--- config.mk ---
export PLATFORM = sky130hd
export DESIGN_NAME = rx_link_top
export DESIGN_NICKNAME = d
export VERILOG_FILES = /design/src/verilog/qec_link_pkg.sv /design/src/verilog/rx_link_top.sv /design/src/verilog/rx_frame_monitor.sv /design/src/verilog/rx_frame_aligner.sv
export SDC_FILE = /design/constraint.sdc
export NUM_CORES = 1
export LEC_CHECK = 0
export BUFFER_PORTS_ARGS = -buffer_cell sky130_fd_sc_hd__buf_2
export CORE_ASPECT_RATIO = 1.4
export CORE_MARGIN = 1.5
export CORE_UTILIZATION = 53
export DETAILED_ROUTE_END_ITERATION = 7
export GPL_ROUTABILITY_DRIVEN = 0
export PLACE_DENSITY = 0.77
export SETUP_SLACK_MARGIN = 0.05
export SLEW_MARGIN = 10
export SYNTH_ARGS = -nofsm -noshare
export SYNTH_HDL_FRONTEND = slang
export SYNTH_SLANG_ARGS = --single-unit
--- constraint.sdc ---
create_clock -name clk_i -period 6.4 [get_ports clk_i]
set_input_delay 0.96 -clock clk_i [delete_from_list [all_inputs] [get_ports clk_i]]
set_output_delay 0.96 -clock clk_i [all_outputs]
set_load 0.03 [all_outputs]
--- src/verilog/qec_link_pkg.sv ---
// Frame format is fixed at 64 words of 64 bits; CRC words carry no final XOR and a zero upper half
`default_nettype none

package qec_link_pkg;

   //--------------------------------------------------
   // Frame format
   //--------------------------------------------------
   localparam int WORD_W        = 64;  // Data word width
   localparam int FRAME_LEN     = 64;  // Words per frame, FAW included
   localparam int CRC_BLOCK_LEN = 7;   // Six data words plus one CRC word

   typedef logic [WORD_W-1:0] word_t;  // Link data word
   typedef logic [31:0]       crc_t;   // CRC-32 value

   // Alignment pattern in word 0 of every frame
   localparam word_t FAW_WORD = 64'hA5C3_96E1_0F1E_2D4B;

   localparam crc_t CRC_INIT = 32'hFFFF_FFFF;  // Seed at start of each block
   localparam crc_t CRC_POLY = 32'hEDB8_8320;  // Reflected IEEE 802.3 polynomial

   //--------------------------------------------------
   // Aligner states
   //--------------------------------------------------
   // One-hot, one bit per state so decode is a single bit test
   typedef enum logic [7:0] {
      RESET              = 8'b0000_0001,  // Out of reset
      DISABLED           = 8'b0000_0010,  // Waiting for enable
      ALIGN              = 8'b0000_0100,  // Hunting for a FAW
      CHECK              = 8'b0000_1000,  // Confirming FAWs at boundaries
      LOCKED             = 8'b0001_0000,  // Alignment confirmed
      FAW_BOUNDARY_START = 8'b0010_0000,  // FAW strobe enabled, waiting first one
      CRC_BOUNDARY_START = 8'b0100_0000,  // First FAW boundary passed
      OPERATIONAL        = 8'b1000_0000   // All strobes running
   } align_state_t;

   //--------------------------------------------------
   // Helper functions
   //--------------------------------------------------

   // Exact match only, no bit error tolerance
   function automatic logic is_faw(input word_t data);
      return (data == FAW_WORD);
   endfunction

   // One word of reflected CRC-32, LSB of the word goes in first
   function automatic crc_t crc32_step(input crc_t crc_in, input word_t data);
      crc_t c;
      c = crc_in;
      for (int i = 0; i < WORD_W; i++) begin
         // Shift right, fold in polynomial when the outgoing bit differs from data
         c = (c >> 1) ^ ((c[0] ^ data[i]) ? CRC_POLY : 32'h0);
      end
      return c;
   endfunction

endpackage

`default_nettype wire
--- src/verilog/rx_link_top.sv ---
// One word per clock and no back-pressure; lock is only released by dropping enable_i
`timescale 1ns/1ns
`default_nettype none

module rx_link_top #(
   parameter int ERR_CNT_W  = 16,  // Monitor error counter width
   parameter int CHECK_FAWS = 7    // Good FAWs in a row before lock
) (
   input  logic                 clk_i,
   input  logic                 rst_n_i,
   input  logic                 enable_i,
   input  qec_link_pkg::word_t  rx_data_i,
   output logic                 locked_o,
   output qec_link_pkg::word_t  payload_o,
   output logic                 payload_valid_o,
   output logic                 faw_error_o,
   output logic                 crc_error_o,
   output logic [ERR_CNT_W-1:0] faw_err_count_o,
   output logic [ERR_CNT_W-1:0] crc_err_count_o
);
   import qec_link_pkg::*;

   //--------------------------------------------------
   // Aligner to monitor
   //--------------------------------------------------
   word_t aligned_data;  // Strobes line up with this word
   logic  locked;
   logic  faw_boundary;
   logic  crc_boundary;

   assign locked_o = locked;

   rx_frame_aligner #(
      .CHECK_FAWS     (CHECK_FAWS)
   ) rx_frame_aligner_i (
      .clk_i          (clk_i),
      .rst_n_i        (rst_n_i),
      .enable_i       (enable_i),
      .tdata_i        (rx_data_i),
      .tdata_o        (aligned_data),
      .locked_o       (locked),
      .faw_boundary_o (faw_boundary),
      .crc_boundary_o (crc_boundary)
   );

   rx_frame_monitor #(
      .ERR_CNT_W       (ERR_CNT_W)
   ) rx_frame_monitor_i (
      .clk_i           (clk_i),
      .rst_n_i         (rst_n_i),
      .tdata_i         (aligned_data),
      .locked_i        (locked),
      .faw_boundary_i  (faw_boundary),
      .crc_boundary_i  (crc_boundary),
      .payload_o       (payload_o),
      .payload_valid_o (payload_valid_o),
      .faw_error_o     (faw_error_o),
      .crc_error_o     (crc_error_o),
      .faw_err_count_o (faw_err_count_o),
      .crc_err_count_o (crc_err_count_o)
   );

endmodule

`default_nettype wire

--- src/verilog/rx_frame_monitor.sv ---
// Checks only after lock; payload starts at word 1 of the first enabled frame, counters saturate
`timescale 1ns/1ns
`default_nettype none

module rx_frame_monitor #(
   parameter int ERR_CNT_W = 16  // Error counter width
) (
   input  logic                 clk_i,
   input  logic                 rst_n_i,
   input  qec_link_pkg::word_t  tdata_i,          // Aligned word stream
   input  logic                 locked_i,
   input  logic                 faw_boundary_i,   // Current word is the FAW
   input  logic                 crc_boundary_i,   // Current word is a CRC word
   output qec_link_pkg::word_t  payload_o,
   output logic                 payload_valid_o,  // High for data words only
   output logic                 faw_error_o,      // One-cycle pulse
   output logic                 crc_error_o,      // One-cycle pulse
   output logic [ERR_CNT_W-1:0] faw_err_count_o,
   output logic [ERR_CNT_W-1:0] crc_err_count_o
);
   import qec_link_pkg::*;

   logic frame_run;  // Set at the first enabled FAW boundary
   logic data_word;  // Current word is payload
   crc_t crc_q;      // Running CRC of the current block
   logic faw_bad;
   logic crc_bad;

   // Counter step, held at all ones
   function automatic logic [ERR_CNT_W-1:0] sat_inc(input logic [ERR_CNT_W-1:0] cnt,
                                                     input logic hit);
      if (hit && !(&cnt)) begin
         return cnt + ERR_CNT_W'(1);
      end
      return cnt;
   endfunction

   //--------------------------------------------------
   // Word classification
   //--------------------------------------------------
   assign data_word = locked_i && frame_run && !faw_boundary_i && !crc_boundary_i;

   assign faw_bad = faw_boundary_i && !is_faw(tdata_i);
   // Low half holds the CRC, high half must be zero
   assign crc_bad = crc_boundary_i &&
                    ((tdata_i[31:0] != crc_q) || (tdata_i[WORD_W-1:32] != '0));

   always_ff @(posedge clk_i) begin
      if (!rst_n_i) begin
         frame_run <= 1'b0;
      end else if (!locked_i) begin
         frame_run <= 1'b0;  // Lost enable upstream, wait for the next FAW
      end else if (faw_boundary_i) begin
         frame_run <= 1'b1;
      end
   end

   //--------------------------------------------------
   // Running CRC
   //--------------------------------------------------
   // Seeded on both strobes so each block starts clean
   always_ff @(posedge clk_i) begin
      if (!rst_n_i) begin
         crc_q <= CRC_INIT;
      end else if (faw_boundary_i || crc_boundary_i) begin
         crc_q <= CRC_INIT;
      end else begin
         crc_q <= crc32_step(crc_q, tdata_i);
      end
   end

   //--------------------------------------------------
   // Registered outputs
   //--------------------------------------------------
   always_ff @(posedge clk_i) begin
      payload_o <= tdata_i;  // Qualified by payload_valid_o
   end

   always_ff @(posedge clk_i) begin
      if (!rst_n_i) begin
         payload_valid_o <= 1'b0;
         faw_error_o     <= 1'b0;
         crc_error_o     <= 1'b0;
      end else begin
         payload_valid_o <= data_word;
         faw_error_o     <= faw_bad;
         crc_error_o     <= crc_bad;
      end
   end

   // Kept across enable changes, cleared by reset only
   always_ff @(posedge clk_i) begin
      if (!rst_n_i) begin
         faw_err_count_o <= '0;
         crc_err_count_o <= '0;
      end else begin
         faw_err_count_o <= sat_inc(faw_err_count_o, faw_bad);
         crc_err_count_o <= sat_inc(crc_err_count_o, crc_bad);
      end
   end

   a_faw_cnt_mono: assert property (@(posedge clk_i) disable iff (!rst_n_i)
      rst_n_i |=> faw_err_count_o >= $past(faw_err_count_o))
      else $error("faw_err_count_o decreased");

   a_crc_cnt_mono: assert property (@(posedge clk_i) disable iff (!rst_n_i)
      rst_n_i |=> crc_err_count_o >= $past(crc_err_count_o))
      else $error("crc_err_count_o decreased");

endmodule

`default_nettype wire

--- src/verilog/rx_frame_aligner.sv ---
// Holds lock until enable_i falls and never re-checks the FAW once locked; data passes through
`timescale 1ns/1ns
`default_nettype none

module rx_frame_aligner #(
   parameter int CHECK_FAWS = 7  // Good FAWs in a row needed for lock
) (
   input  logic                clk_i,
   input  logic                rst_n_i,         // Synchronous, active low
   input  logic                enable_i,        // Level, low forces DISABLED
   input  qec_link_pkg::word_t tdata_i,         // Raw received words
   output qec_link_pkg::word_t tdata_o,         // Same words, strobes line up with these
   output logic                locked_o,        // Frame alignment held
   output logic                faw_boundary_o,  // Marks the FAW word once enabled
   output logic                crc_boundary_o   // Marks each CRC word once enabled
);
   import qec_link_pkg::*;

   localparam int POS_W = $clog2(FRAME_LEN);         // Frame position width
   localparam int CRC_W = $clog2(CRC_BLOCK_LEN);     // Block position width
   localparam int CHK_W = $clog2(CHECK_FAWS + 1);    // Good FAW count width

   align_state_t state, state_nxt;

   logic             faw_detected;      // FAW on the current input word
   logic             faw_detected_q;    // Registered copy for the ALIGN search
   logic             faw_realign;       // Reload frame position
   logic             faw_align_done;    // Reload has taken effect

   logic [POS_W-1:0] frame_pos;         // Position inside the 64-word frame
   logic             faw_boundary;      // Raw FAW strobe, runs before lock
   logic [CRC_W-1:0] crc_pos;           // Position inside the 7-word block
   logic             crc_boundary;      // Raw CRC strobe

   logic [CHK_W-1:0] good_faw_cnt;      // Consecutive good FAWs in CHECK
   logic             check_done;
   logic             check_failed;

   logic             locked;
   logic             faw_boundary_en;
   logic             crc_boundary_en;

   assign tdata_o        = tdata_i;                          // No added latency
   assign locked_o       = locked;
   assign faw_boundary_o = faw_boundary & faw_boundary_en;   // Gated strobes
   assign crc_boundary_o = crc_boundary & crc_boundary_en;

   assign faw_detected = enable_i && is_faw(tdata_i);

   //--------------------------------------------------
   // State machine
   //--------------------------------------------------
   always_comb begin
      unique case (state)
         RESET:              state_nxt = DISABLED;
         DISABLED:           state_nxt = ALIGN;  // Only reached with enable high
         ALIGN:              state_nxt = faw_align_done ? CHECK : ALIGN;
         CHECK: begin
            if (check_failed) begin
               state_nxt = ALIGN;   // Bad FAW, start the hunt again
            end else if (check_done) begin
               state_nxt = LOCKED;
            end else begin
               state_nxt = CHECK;
            end
         end
         LOCKED:             state_nxt = FAW_BOUNDARY_START;
         FAW_BOUNDARY_START: state_nxt = faw_boundary ? CRC_BOUNDARY_START : FAW_BOUNDARY_START;
         CRC_BOUNDARY_START: state_nxt = OPERATIONAL;
         OPERATIONAL:        state_nxt = OPERATIONAL;  // Until enable falls
         default:            state_nxt = RESET;
      endcase
   end

   always_ff @(posedge clk_i) begin
      if (!rst_n_i) begin
         state <= RESET;
      end else if (!enable_i) begin
         state <= DISABLED;  // Enable overrides everything
      end else begin
         state <= state_nxt;
      end
   end

   //--------------------------------------------------
   // FAW search and frame position
   //--------------------------------------------------
   // FAW at cycle t -> detected_q at t+1 -> realign at t+2 -> pos 2 at t+3
   always_ff @(posedge clk_i) begin
      if (!rst_n_i) begin
         faw_detected_q <= 1'b0;
         faw_realign    <= 1'b0;
         faw_align_done <= 1'b0;
      end else begin
         faw_detected_q <= faw_detected;
         faw_realign    <= state[2] && faw_detected_q;  // ALIGN bit
         faw_align_done <= faw_realign;
      end
   end

   always_ff @(posedge clk_i) begin
      if (!rst_n_i) begin
         frame_pos    <= '0;
         faw_boundary <= 1'b0;
      end else begin
         frame_pos    <= faw_realign ? POS_W'(2) : frame_pos + POS_W'(1);
         // Registered compare so the strobe lands on the FAW word itself
         faw_boundary <= (frame_pos == POS_W'(FRAME_LEN - 2));
      end
   end

   // Block position restarts on either strobe, so 9 blocks fit after each FAW
   always_ff @(posedge clk_i) begin
      if (!rst_n_i) begin
         crc_pos      <= '0;
         crc_boundary <= 1'b0;
      end else begin
         crc_pos      <= (faw_boundary || crc_boundary) ? '0 : crc_pos + CRC_W'(1);
         crc_boundary <= (crc_pos == CRC_W'(CRC_BLOCK_LEN - 2));
      end
   end

   //--------------------------------------------------
   // Confirmation in CHECK
   //--------------------------------------------------
   always_ff @(posedge clk_i) begin
      if (!rst_n_i || !enable_i) begin
         good_faw_cnt <= '0;
         check_done   <= 1'b0;
         check_failed <= 1'b0;
      end else begin
         check_failed <= state[3] && faw_boundary && !faw_detected;
         if (state[3] && faw_boundary) begin
            good_faw_cnt <= faw_detected ? good_faw_cnt + CHK_W'(1) : '0;
         end
         if (good_faw_cnt == CHK_W'(CHECK_FAWS)) begin
            check_done <= 1'b1;  // Sticky until enable drops
         end
      end
   end

   //--------------------------------------------------
   // Lock and strobe enables
   //--------------------------------------------------
   always_ff @(posedge clk_i) begin
      if (!rst_n_i || !enable_i) begin
         locked          <= 1'b0;
         faw_boundary_en <= 1'b0;
         crc_boundary_en <= 1'b0;
      end else begin
         if (state[4]) locked <= 1'b1;           // LOCKED
         if (state[5]) faw_boundary_en <= 1'b1;  // FAW_BOUNDARY_START
         if (state[6]) crc_boundary_en <= 1'b1;  // CRC_BOUNDARY_START
      end
   end

   // Block checks in the monitor rely on these three properties
   a_crc_needs_lock: assert property (@(posedge clk_i) disable iff (!rst_n_i)
      crc_boundary_o |-> locked_o)
      else $error("crc_boundary_o high without lock");

   a_strobes_apart: assert property (@(posedge clk_i) disable iff (!rst_n_i)
      !(faw_boundary_o && crc_boundary_o))
      else $error("FAW and CRC boundaries coincide");

   a_state_onehot: assert property (@(posedge clk_i) disable iff (!rst_n_i)
      $onehot(state))
      else $error("Aligner state not one-hot");

endmodule

`default_nettype wire

=== Word-level counts from Yosys, hierarchy flattened ===
Cells that the tools add are included.

* Bits of input ports: 67
* Bits in registers: 162
* Output and inout bits: 100
* Logic and storage cells: 283

* $add $sub $neg: 5
* Reductions and logical operators: 32
* Equal/unequal tests: 13
* Muxes and demuxes: 78
* Bitwise operators: 131

{| class="wikitable"
|+ Operator list
! cell !! number
|-
| $mux W32 || 64
|-
| $xor A31 B32 Y32 || 64
|-
| $eq A64 B64 Y1 const B || 1
|-
| $xor A1 B1 Y1 || 64
|-
| $pmux W8 S7 || 1
|-
| $add A16 B1 Y16 const B || 2
|-
| $mux W16 || 2
|-
| $ne A32 B32 Y1 || 1
|-
| $reduce_and A16 Y1 || 2
|-
| $reduce_bool A32 Y1 || 1
|-
| $logic_and A1 B1 Y1 || 11
|-
| $eq A8 B1 Y1 const B || 1
|-
| $eq A8 B2 Y1 const B || 1
|-
| $eq A8 B3 Y1 const B || 1
|-
| $eq A8 B4 Y1 const B || 1
|-
| $eq A8 B5 Y1 const B || 1
|-
| $eq A8 B6 Y1 const B || 1
|-
| $eq A8 B7 Y1 const B || 1
|-
| $eq A8 B8 Y1 const B || 1
|-
| $logic_not A1 Y1 || 8
|-
| $mux W8 || 1
|-
| $reduce_or A2 Y1 || 4
|-
| $mux W7 || 1
|-
| $add A3 B1 Y3 const B || 2
|-
| 12 further kinds || 22
|}

=== Longest topological paths before layout ===
Gate-level depths: netlist (run 1).

* Depth in word-level cells: 192
* Depth in mapped cells: 18
* Depth with buffers taken out: 18

=== Hierarchy ===
A second synthesis (run 1) with hierarchy kept.

* Cell total of the unflattened synthesis: 1132
* Area total of the unflattened synthesis: 13311.5 um^2

{| class="wikitable"
|+ By module, submodules not included
! module !! instances !! cells an instance !! area an instance (um^2) !! seq. area each (um^2)
|-
| rx_frame_monitor || 1 || 888 || 11224.5 || 2642.5
|-
| rx_frame_aligner || 1 || 244 || 2087.0 || 600.6
|}

=== Worst setup path after synthesis (run 1) ===
Ideal clock, no wire load.

* Path kind: input -> register
* Start: in rx_data_i[6]
* End: reg rx_frame_monitor_i.crc_q[27]
* Data arrival time: 6.272 ns
* Library setup time: 0.129 ns
* Cell stages on the path: 15
* Data required time: 6.271 ns
* Path slack: -0.001 ns
* Path through: xnor2_4 xnor3_2 xnor3_1 xor3_2 xnor3_2 xor2_2 xnor3_2 xnor2_4 xnor3_1 xor3_2 xnor2_4 xnor2_4 xnor3_1 xnor2_1 nand2_1

* Cells in the longest elaborated chain, start to end: 78

{| class="wikitable"
|+ Ends and longest elaborated chain
! what !! RTL line !! source
|-
| start, declared || rx_link_top.sv:12 || <nowiki>input qec_link_pkg::word_t rx_data_i,</nowiki>
|-
| $xor A1 B1 Y1 * || qec_link_pkg.sv:52 || <nowiki>c = (c >> 1) ^ ((c[0] ^ data[i]) ? CRC_POLY : 32'h0);</nowiki>
|-
| $mux W32 * || qec_link_pkg.sv:52 ||
|-
| $xor A31 B32 Y32 * (6 in a row) || qec_link_pkg.sv:52 ||
|-
| $xor A1 B1 Y1 or $xor A31 B32 Y32 (tied branches) || qec_link_pkg.sv:52 ||
|-
| $mux W32 or $xor A31 B32 Y32 (tied branches) || qec_link_pkg.sv:52 ||
|-
| $xor A31 B32 Y32 * (6 in a row) || qec_link_pkg.sv:52 ||
|-
| $xor A1 B1 Y1 or $xor A31 B32 Y32 (tied branches) || qec_link_pkg.sv:52 ||
|-
| $mux W32 or $xor A31 B32 Y32 (tied branches) || qec_link_pkg.sv:52 ||
|-
| [... 39 more ...] || -- ||
|-
| $mux W32 or $xor A31 B32 Y32 (tied branches) || qec_link_pkg.sv:52 ||
|-
| $xor A31 B32 Y32 * (6 in a row) || qec_link_pkg.sv:52 ||
|-
| $xor A1 B1 Y1 or $xor A31 B32 Y32 (tied branches) || qec_link_pkg.sv:52 ||
|-
| $mux W32 or $xor A31 B32 Y32 (tied branches) || qec_link_pkg.sv:52 ||
|-
| $xor A31 B32 Y32 * (6 in a row) || qec_link_pkg.sv:52 ||
|-
| $xor A1 B1 Y1 or $xor A31 B32 Y32 (tied branches) || qec_link_pkg.sv:52 ||
|-
| $mux W32 or $xor A31 B32 Y32 (tied branches) || qec_link_pkg.sv:52 ||
|-
| $xor A31 B32 Y32 * (4 in a row) || qec_link_pkg.sv:52 ||
|-
| end signal, assigned || rx_frame_monitor.sv:68 || <nowiki>crc_q <= crc32_step(crc_q, tdata_i);</nowiki>
|-
| end, declared || rx_frame_monitor.sv:25 || <nowiki>crc_t crc_q;</nowiki>
|}

Every way passes the cells marked *; elsewhere a longest branch is shown, timed or not.
A chain may end at the register's enable or synchronous reset.

=== Worst setup path after layout (run 1) ===
* Start: in rx_data_i[4]
* End: reg rx_frame_monitor_i.crc_q[26]

* Cells in the longest elaborated chain, start to end: 80

{| class="wikitable"
|+ Ends and longest elaborated chain
! what !! RTL line
|-
| $xor A1 B1 Y1 * || qec_link_pkg.sv:52
|-
| $mux W32 * || qec_link_pkg.sv:52
|-
| $xor A31 B32 Y32 * (6 in a row) || qec_link_pkg.sv:52
|-
| $xor A1 B1 Y1 or $xor A31 B32 Y32 (tied branches) || qec_link_pkg.sv:52
|-
| $mux W32 or $xor A31 B32 Y32 (tied branches) || qec_link_pkg.sv:52
|-
| $xor A31 B32 Y32 * (6 in a row) || qec_link_pkg.sv:52
|-
| $xor A1 B1 Y1 or $xor A31 B32 Y32 (tied branches) || qec_link_pkg.sv:52
|-
| $mux W32 or $xor A31 B32 Y32 (tied branches) || qec_link_pkg.sv:52
|-
| [... 39 more ...] || --
|-
| $mux W32 or $xor A31 B32 Y32 (tied branches) || qec_link_pkg.sv:52
|-
| $xor A31 B32 Y32 * (6 in a row) || qec_link_pkg.sv:52
|-
| $xor A1 B1 Y1 or $xor A31 B32 Y32 (tied branches) || qec_link_pkg.sv:52
|-
| $mux W32 or $xor A31 B32 Y32 (tied branches) || qec_link_pkg.sv:52
|-
| $xor A31 B32 Y32 * (6 in a row) || qec_link_pkg.sv:52
|-
| $xor A1 B1 Y1 or $xor A31 B32 Y32 (tied branches) || qec_link_pkg.sv:52
|-
| $mux W32 or $xor A31 B32 Y32 (tied branches) || qec_link_pkg.sv:52
|-
| $xor A31 B32 Y32 * (6 in a row) || qec_link_pkg.sv:52
|}

Marked as above.

==> results of run 1 <==
-- layout by cell type, fill, tap and decap left out, drive strengths merged, types with 3 or more instances in the layout --
cell type / netlist / layout
or3: 7 / 7
nand4: 18 / 18
xor2: 114 / 114
a22oi: 3 / 3
xnor3: 117 / 117
dfxtp: 162 / 162
o21ai: 6 / 6
ha: 10 / 10
nand2b: 5 / 5
nand3: 21 / 21
clkbuf: 10 / 20
xor3: 16 / 16
a21oi: 11 / 11
inv: 13 / 18
nand4b: 3 / 3
clkinv: 1 / 6
nor3: 13 / 13
nor2: 64 / 64
buf: 0 / 376
nor4: 13 / 13
xnor2: 306 / 306
and3: 6 / 6
nand2: 59 / 59
and2: 5 / 5
mux2i: 3 / 3
-- flip-flops by register name, summed over array words and instances, names as in the netlist, 3 cells and up --
signal,count
rx_frame_monitor_i.crc_q,32
rx_frame_aligner_i.frame_pos,6
rx_frame_monitor_i.crc_err_count_o,16
rx_frame_monitor_i.faw_err_count_o,16
rx_frame_aligner_i.crc_pos,3
rx_frame_monitor_i.payload_o,64
rx_frame_aligner_i.good_faw_cnt,3
rx_frame_aligner_i.state,8
-- Yosys cell counts, drive strengths merged --
cell	count	share of area (%)
or4	1	0.062
a211oi	2	0.12
inv	13	0.43
nand4b	3	0.22
o21ai	6	0.25
a21oi	11	0.46
or2	1	0.052
nor2	64	2.0
a31o	1	0.073
nand2	59	1.8
o41ai	1	0.073
and3	6	0.31
a22oi	3	0.19
nand3	21	0.87
nor3	13	0.54
dfxtp	162	27
nor4b	2	0.15
or4b	2	0.17
nor2b	2	0.10
mux2i	3	0.25
nor3b	2	0.12
and2	5	0.26
clkinv	1	0.031
nor4bb	1	0.083
xnor2	306	26
and4	2	0.15
xor2	114	9.1
ha	10	1.0
nand4	18	0.94
xor3	16	3.2
nor4	13	0.68
nand2b	5	0.26
or3b	1	0.073
nand4bb	1	0.094
or3	7	0.36
xnor3	117	22
a31oi	1	0.052
clkbuf	10	0.31
-- final cells by class --
class                           instances  area, sq um  share of cell area [%]
Multi-Input combinational cell        820         8710                    56.6
Sequential cell                       162         3240                    21.1
Timing Repair Buffer                  376         2430                    15.8
Clock buffer                           20          447                    2.90
Tap cell                              301          377                    2.45
Clock inverter                         12          121                   0.789
Inverter                               14         55.1                   0.358
-- routing by layer --
layer  GRT usage, %  up-vias  part of all wire [%]
met5              0        -                     0
met4           19.8        0                   7.3
met3           4.44      121                   3.6
met2           53.7      287                    53
met1           31.2     4205                    36
li1               -     4119                     -
-- worst min-delay path, cell delays in order, from the launching register on --
cell	delay (ps)
dfxtp_1	320
inv_1	50
nor3_1	40
-- how the worst max path moves through the flow --
stage	slack [ps]	cells after the start	end
5_1_grt	70	16	rx_frame_monitor_i.crc_q[26]
2_1_floorplan	60	15	rx_frame_monitor_i.crc_q[18]
3_3_place_gp	-60	16	rx_frame_monitor_i.crc_q[26]
3_5_place_dp	-160	17	rx_frame_monitor_i.crc_q[18]
6_report	300	16	rx_frame_monitor_i.crc_q[26]
4_1_cts	290	16	rx_frame_monitor_i.crc_q[26]
-- cells by family (layout without fill, tap and decap cells) --
| kind of cell | count (synthesis) | after routing | synth area share (%) |
|---|---|---|---|
| flops | 162 | 162 | 26.9 |
| mux | 3 | 3 | 0.249 |
| fa+ha+maj | 10 | 10 | 1.04 |
| simple gates | 229 | 229 | 9.32 |
| buf+inv | 24 | 422 | 0.769 |
| xor+xnor | 553 | 553 | 60.5 |
| compound gates | 25 | 25 | 1.22 |
-- metrics by stage --
step	std cells	instance area (sq um)	setup WS [ps]	hold slack [ps]
global placement	1673	14800	-61.9	431
detailed placement	1673	14800	-157	444
finish	1705	15400	297	455
floorplan	1006	12000	60.3	421
global route	1705	15400	68.7	498
CTS	1705	15400	287	455
-- what timing repair did --
item | 4_1_cts | 5_1_grt
buffers inserted | 0 | 0
resized for setup | 0 | 1
setup endpoints to repair | 0 | 1
==> out/qor.txt, run 1 <==
Core ar. = 0.0224 sq mm
# DRC = 0
Yosys warns = 0
Post-Synthesis Cells = 1,006
Diode count = 0
Hold endpoint = rx_frame_aligner_i.state[4]
First-pass GRT wire length = 51.3 mm
Total track usage = 29.7%
Max Freq = 164 MHz
Die area = 0.0236 sq mm
Number of antenna violations at the first check in global routing = 0
Share of cells above drive strength 1 = 34.0%
Vias/cell = 5.12
Final core utilization = 68.6%
Post-synthesis sequential area ratio = 26.9%
Layout Nets = 1,468
Min-Delay Path Depth = 2
Worst r2r dst = rx_frame_monitor_i.crc_q[26]
CP Max Fanout = 4
TritonCTS Buffers = 17
H-tree level count = 4
Chip height = 181 um
Pins Over Slew Limit = 0
Largest net degree at the start of global routing = 37
Post-synthesis cell area = 0.0120 sq mm
CP startpoint = rx_data_i[4]
Grt ovf = 0
MaxCap Viol Count = 0
WS Path Type = in -> reg
Root Buffer = clkbuf_16
Worst r2r src = rx_frame_monitor_i.crc_q[4]
CP Launch Type = primary input
Hold Crit Class = reg -> reg
Fin Clk Skew = 14.9 ps
FF-to-FF path depth = 15
CTS Hold Bufs = 0
Slew headroom = 35.6%
Starting density of the core = 53.6%
First-pass detailed-route iteration total = 4
Critical path's most frequent cell = xnor3_1
Largest stage delay, worst path = 590 ps
Crit-path cells = buf_2 > xor2_2 > xnor3_2 > xor2_1 > xor3_2 > xnor3_1 > xnor2_1 > xnor3_1 > xnor2_1 > xnor3_1 > xnor3_1 > xnor3_2 > xor2_2 > xnor2_2 > xnor2_1 > nand2b_1
Arrival @ worst endpoint = 6420 ps
Fill cells = 1,653
Die W = 130 um
Hold Startpoint = rx_frame_aligner_i.check_done
Area Growth Syn to Fin = 27.8%
Wire per inst = 19.8 um
RSZ-0062 raised after global routing = no
Slew @ Worst Pin = 953 ps
Vias in the first global route = 9,200
WL final = 33.8 mm
Distinct cell type count after synthesis = 46
Fin Setup TNS = 0 ps
Final Hold Vio Count = 0
Via Count = 8,732
DRT antenna net count = 0
IO buf count = 166
Final Cycle Share = 95.4%
#FFs+latches synth = 162
WP buf/inv = 1
Worst path slowest cell = xnor3_2
CTS clock-pin slew for the worst setup and hold paths = 70 ps
Bufs on Longest Clock Path = 2
Setup violations, final = 0
Status = completed
Row count = 65
Average cell area after synthesis = 12.0 sq um
Mapped Nets = 1,083
CTS tree = done
Detailed Place HPWL = 27.7 mm
CTS Sinks = 162
R2R setup slack = 610 ps
CP delay by family, top = XOR/XNOR gates
Initial DRC count = 461
Critical Path RT = 6720 ps
Final min period = 6100 ps
CP Capture Type = flip-flop
Worst skew pair latency = 440 ps
# IOs = 167
Power of run 1 is not shown: default switching activity piles up to over one toggle a cycle in this logic, so the estimate is an artifact.
==> run 2, diff against run 1 <==
- CORE_UTILIZATION: 53 -> 54
- PLACE_DENSITY: 0.77 -> 0.78
- SYNTH_HIERARCHICAL: unset -> 1
==> run 2 against run 1 <==
First-iteration DRC count grew 36%. Utilization shrank 3.3 points. Count of clock-buffer cells in the layout shrank 1. Worst setup slack lost 57 ps. Synthesized area grew 11%. Wire length grew 13%. Critical path depth is the same.
==> out/qor.txt, run 2 <==
Status = completed
Setup violations, final = 0
Most common cell after layout, fill and taps aside = xnor2_1
Multi-input gate area = 0.00952 sq mm
Most frequent cells in the layout = 274 x xnor2_1, 166 x buf_2, 162 x dfxtp_1, 144 x buf_4, 118 x xnor3_1
Share of cells above drive strength 1 = 29.8%
Vias/cell = 5.59
TritonCTS Buffers = 17
Row count = 67
WS Path Type = in -> reg
Area occupied by registers = 0.00324 sq mm
Mapped Nets = 1,209
Vias in the first global route = 9,910
Yosys warns = 6
CP Launch Type = primary input
Post-CTS resize count = 0
Layout Nets = 1,461
Detailed Place HPWL = 31.7 mm
Slew @ Worst Pin = 985 ps
Grt ovf = 0
FFs w/ async S/R, synth = 0%
Post-synthesis cell area = 0.0133 sq mm
First-pass GRT wire length = 57.5 mm
# IOs = 167
Hold Crit Class = reg -> reg
Die area = 0.0256 sq mm
Final min period = 6160 ps
Chip height = 189 um
Wire per inst = 22.5 um
EDFF count, synth = 0
Core ar. = 0.0241 sq mm
Initial DRC count = 627
Post-synth top flop = dfxtp_1
CP Capture Type = flip-flop
IO buf count = 166
# DRC = 0
Top post-synthesis cells by area = dfxtp_1 24%, xnor3_1 20%, xnor2_1 18%
Starting density of the core = 55.3%
CP Max Fanout = 6
Worst skew pair latency = 430 ps
Cell Area, Placed = 0.0151 sq mm
Bufs on Longest Clock Path = 2
Diode count = 0
RSZ-0062 raised after global routing = no
Leading area contributor after synthesis = dfxtp_1
CTS Sinks = 162
Design Area, Final = 0.0157 sq mm
GR Layer Usage met3 = 4.25%
Largest net degree at the start of global routing = 35
Final Hold Vio Count = 0
Top cell type's share of synthesized area = 24.4%
Distinct cell type count after synthesis = 56
Arrival @ worst endpoint = 6530 ps
Number of antenna violations at the first check in global routing = 0
Total track usage = 30.5%
#FFs+latches synth = 162
Pins Over Slew Limit = 0
Fill cells = 1,787
# Post-CTS Setup Buffers = 0
Post-synthesis sequential area ratio = 24.4%
Fin Clk Skew = 10.0 ps
Average cell area after synthesis = 11.8 sq um
Post-Synthesis Cells = 1,132
Met1 Use GR = 32.1%
DRT antenna net count = 0
Most flops, register = rx_frame_monitor_i/payload_o
Final Cycle Share = 96.2%
Critical Path RT = 6770 ps
First-pass detailed-route iteration total = 5
Max reg flops = 64
Grt met2 use = 55.0%
Via Count = 9,539
CTS tree = done
H-tree level count = 4
CTS clock-pin slew for the worst setup and hold paths = 70 ps
Slew headroom = 33.5%
Root Buffer = clkbuf_16
Die W = 136 um
Commonest cells post-synth = 274 x xnor2_1, 162 x dfxtp_1, 118 x xnor3_1
Max Freq = 162 MHz
CTS Hold Bufs = 0
Area Growth Syn to Fin = 17.9%
Largest regs = rx_frame_monitor_i/payload_o x64, rx_frame_monitor_i/crc_q x32
WL final = 38.4 mm
MaxCap Viol Count = 0
Count leader, synth = xnor2_1
Gr busiest metal = met2
## run 2: changes by cell type in the layout (fill, tap and decap cells not counted), sizes merged, moves of 10 or more
cell,change
xnor3,+13
nand4,+10
nor3,-10
nor4b,+10
buf,-66
## run 2: cells by family after synthesis
kind of cell,count (synthesis),synth area share (%)
simple gates,265,11.3
flops,162,24.4
xor+xnor,578,57.5
compound gates,26,1.33
buf+inv,86,4.27
fa+ha+maj,10,0.940
mux,5,0.376
## run 2: per-stage QoR
stage | setup TNS (ps) | hold slack [ps] | setup slack (ps) | util, % | cells
after floorplan | 0 | 421 | 47.5 | - | 1132
after global placement | -59.8 | 431 | -28.1 | 62.7 | 1675
after detailed placement | -828 | 443 | -130 | 62.7 | 1675
after CTS | 0 | 469 | 313 | 65.2 | 1707
after global routing | 0 | 495 | 77.4 | 65.2 | 1707
final | 0 | 470 | 240 | 65.2 | 1707
## run 2: final cells by class
class / instances / area share (%)
tap: 310 / 2.47
multi-input combinational: 884 / 60.6
timing repair buffer: 310 / 12.2
clock buffer: 19 / 2.89
inverter: 9 / 0.215
sequential: 162 / 20.7
clock inverter: 13 / 0.949
## run 2: path summary, 6_finish.rpt
path,slack [ps],endpoint,start,cells past startpoint
setup / recovery,240,rx_frame_monitor_i/crc_q[19],rx_data_i[14],16
hold reg to reg,470,rx_frame_aligner_i/frame_pos[0],rx_frame_aligner_i/frame_pos[0],1
hold / removal,470,rx_frame_aligner_i/frame_pos[0],rx_frame_aligner_i/frame_pos[0],1
setup reg to reg,600,rx_frame_monitor_i/crc_q[19],rx_frame_monitor_i/crc_q[14],15
## run 2: worst max-delay path, cell delays in order
cell and delay (ps):
buf_2 140, xnor2_1 630, xor3_1 620, xnor3_1 560, xnor3_1 430, xnor2_1 330, xnor3_1 390, xnor2_4 230
xnor3_1 390, xnor3_2 450, buf_4 170, xnor3_1 250, xor2_1 160, xnor2_1 320, xor3_1 390, nand2_1 70
## run 2: routing by layer
layer	vias up	part of all wire, %
met3	163	6.3
met1	4608	34
met5	-	0
met2	485	52
li1	4283	-
met4	0	7.2
Power of run 2 is left out for the same reason.
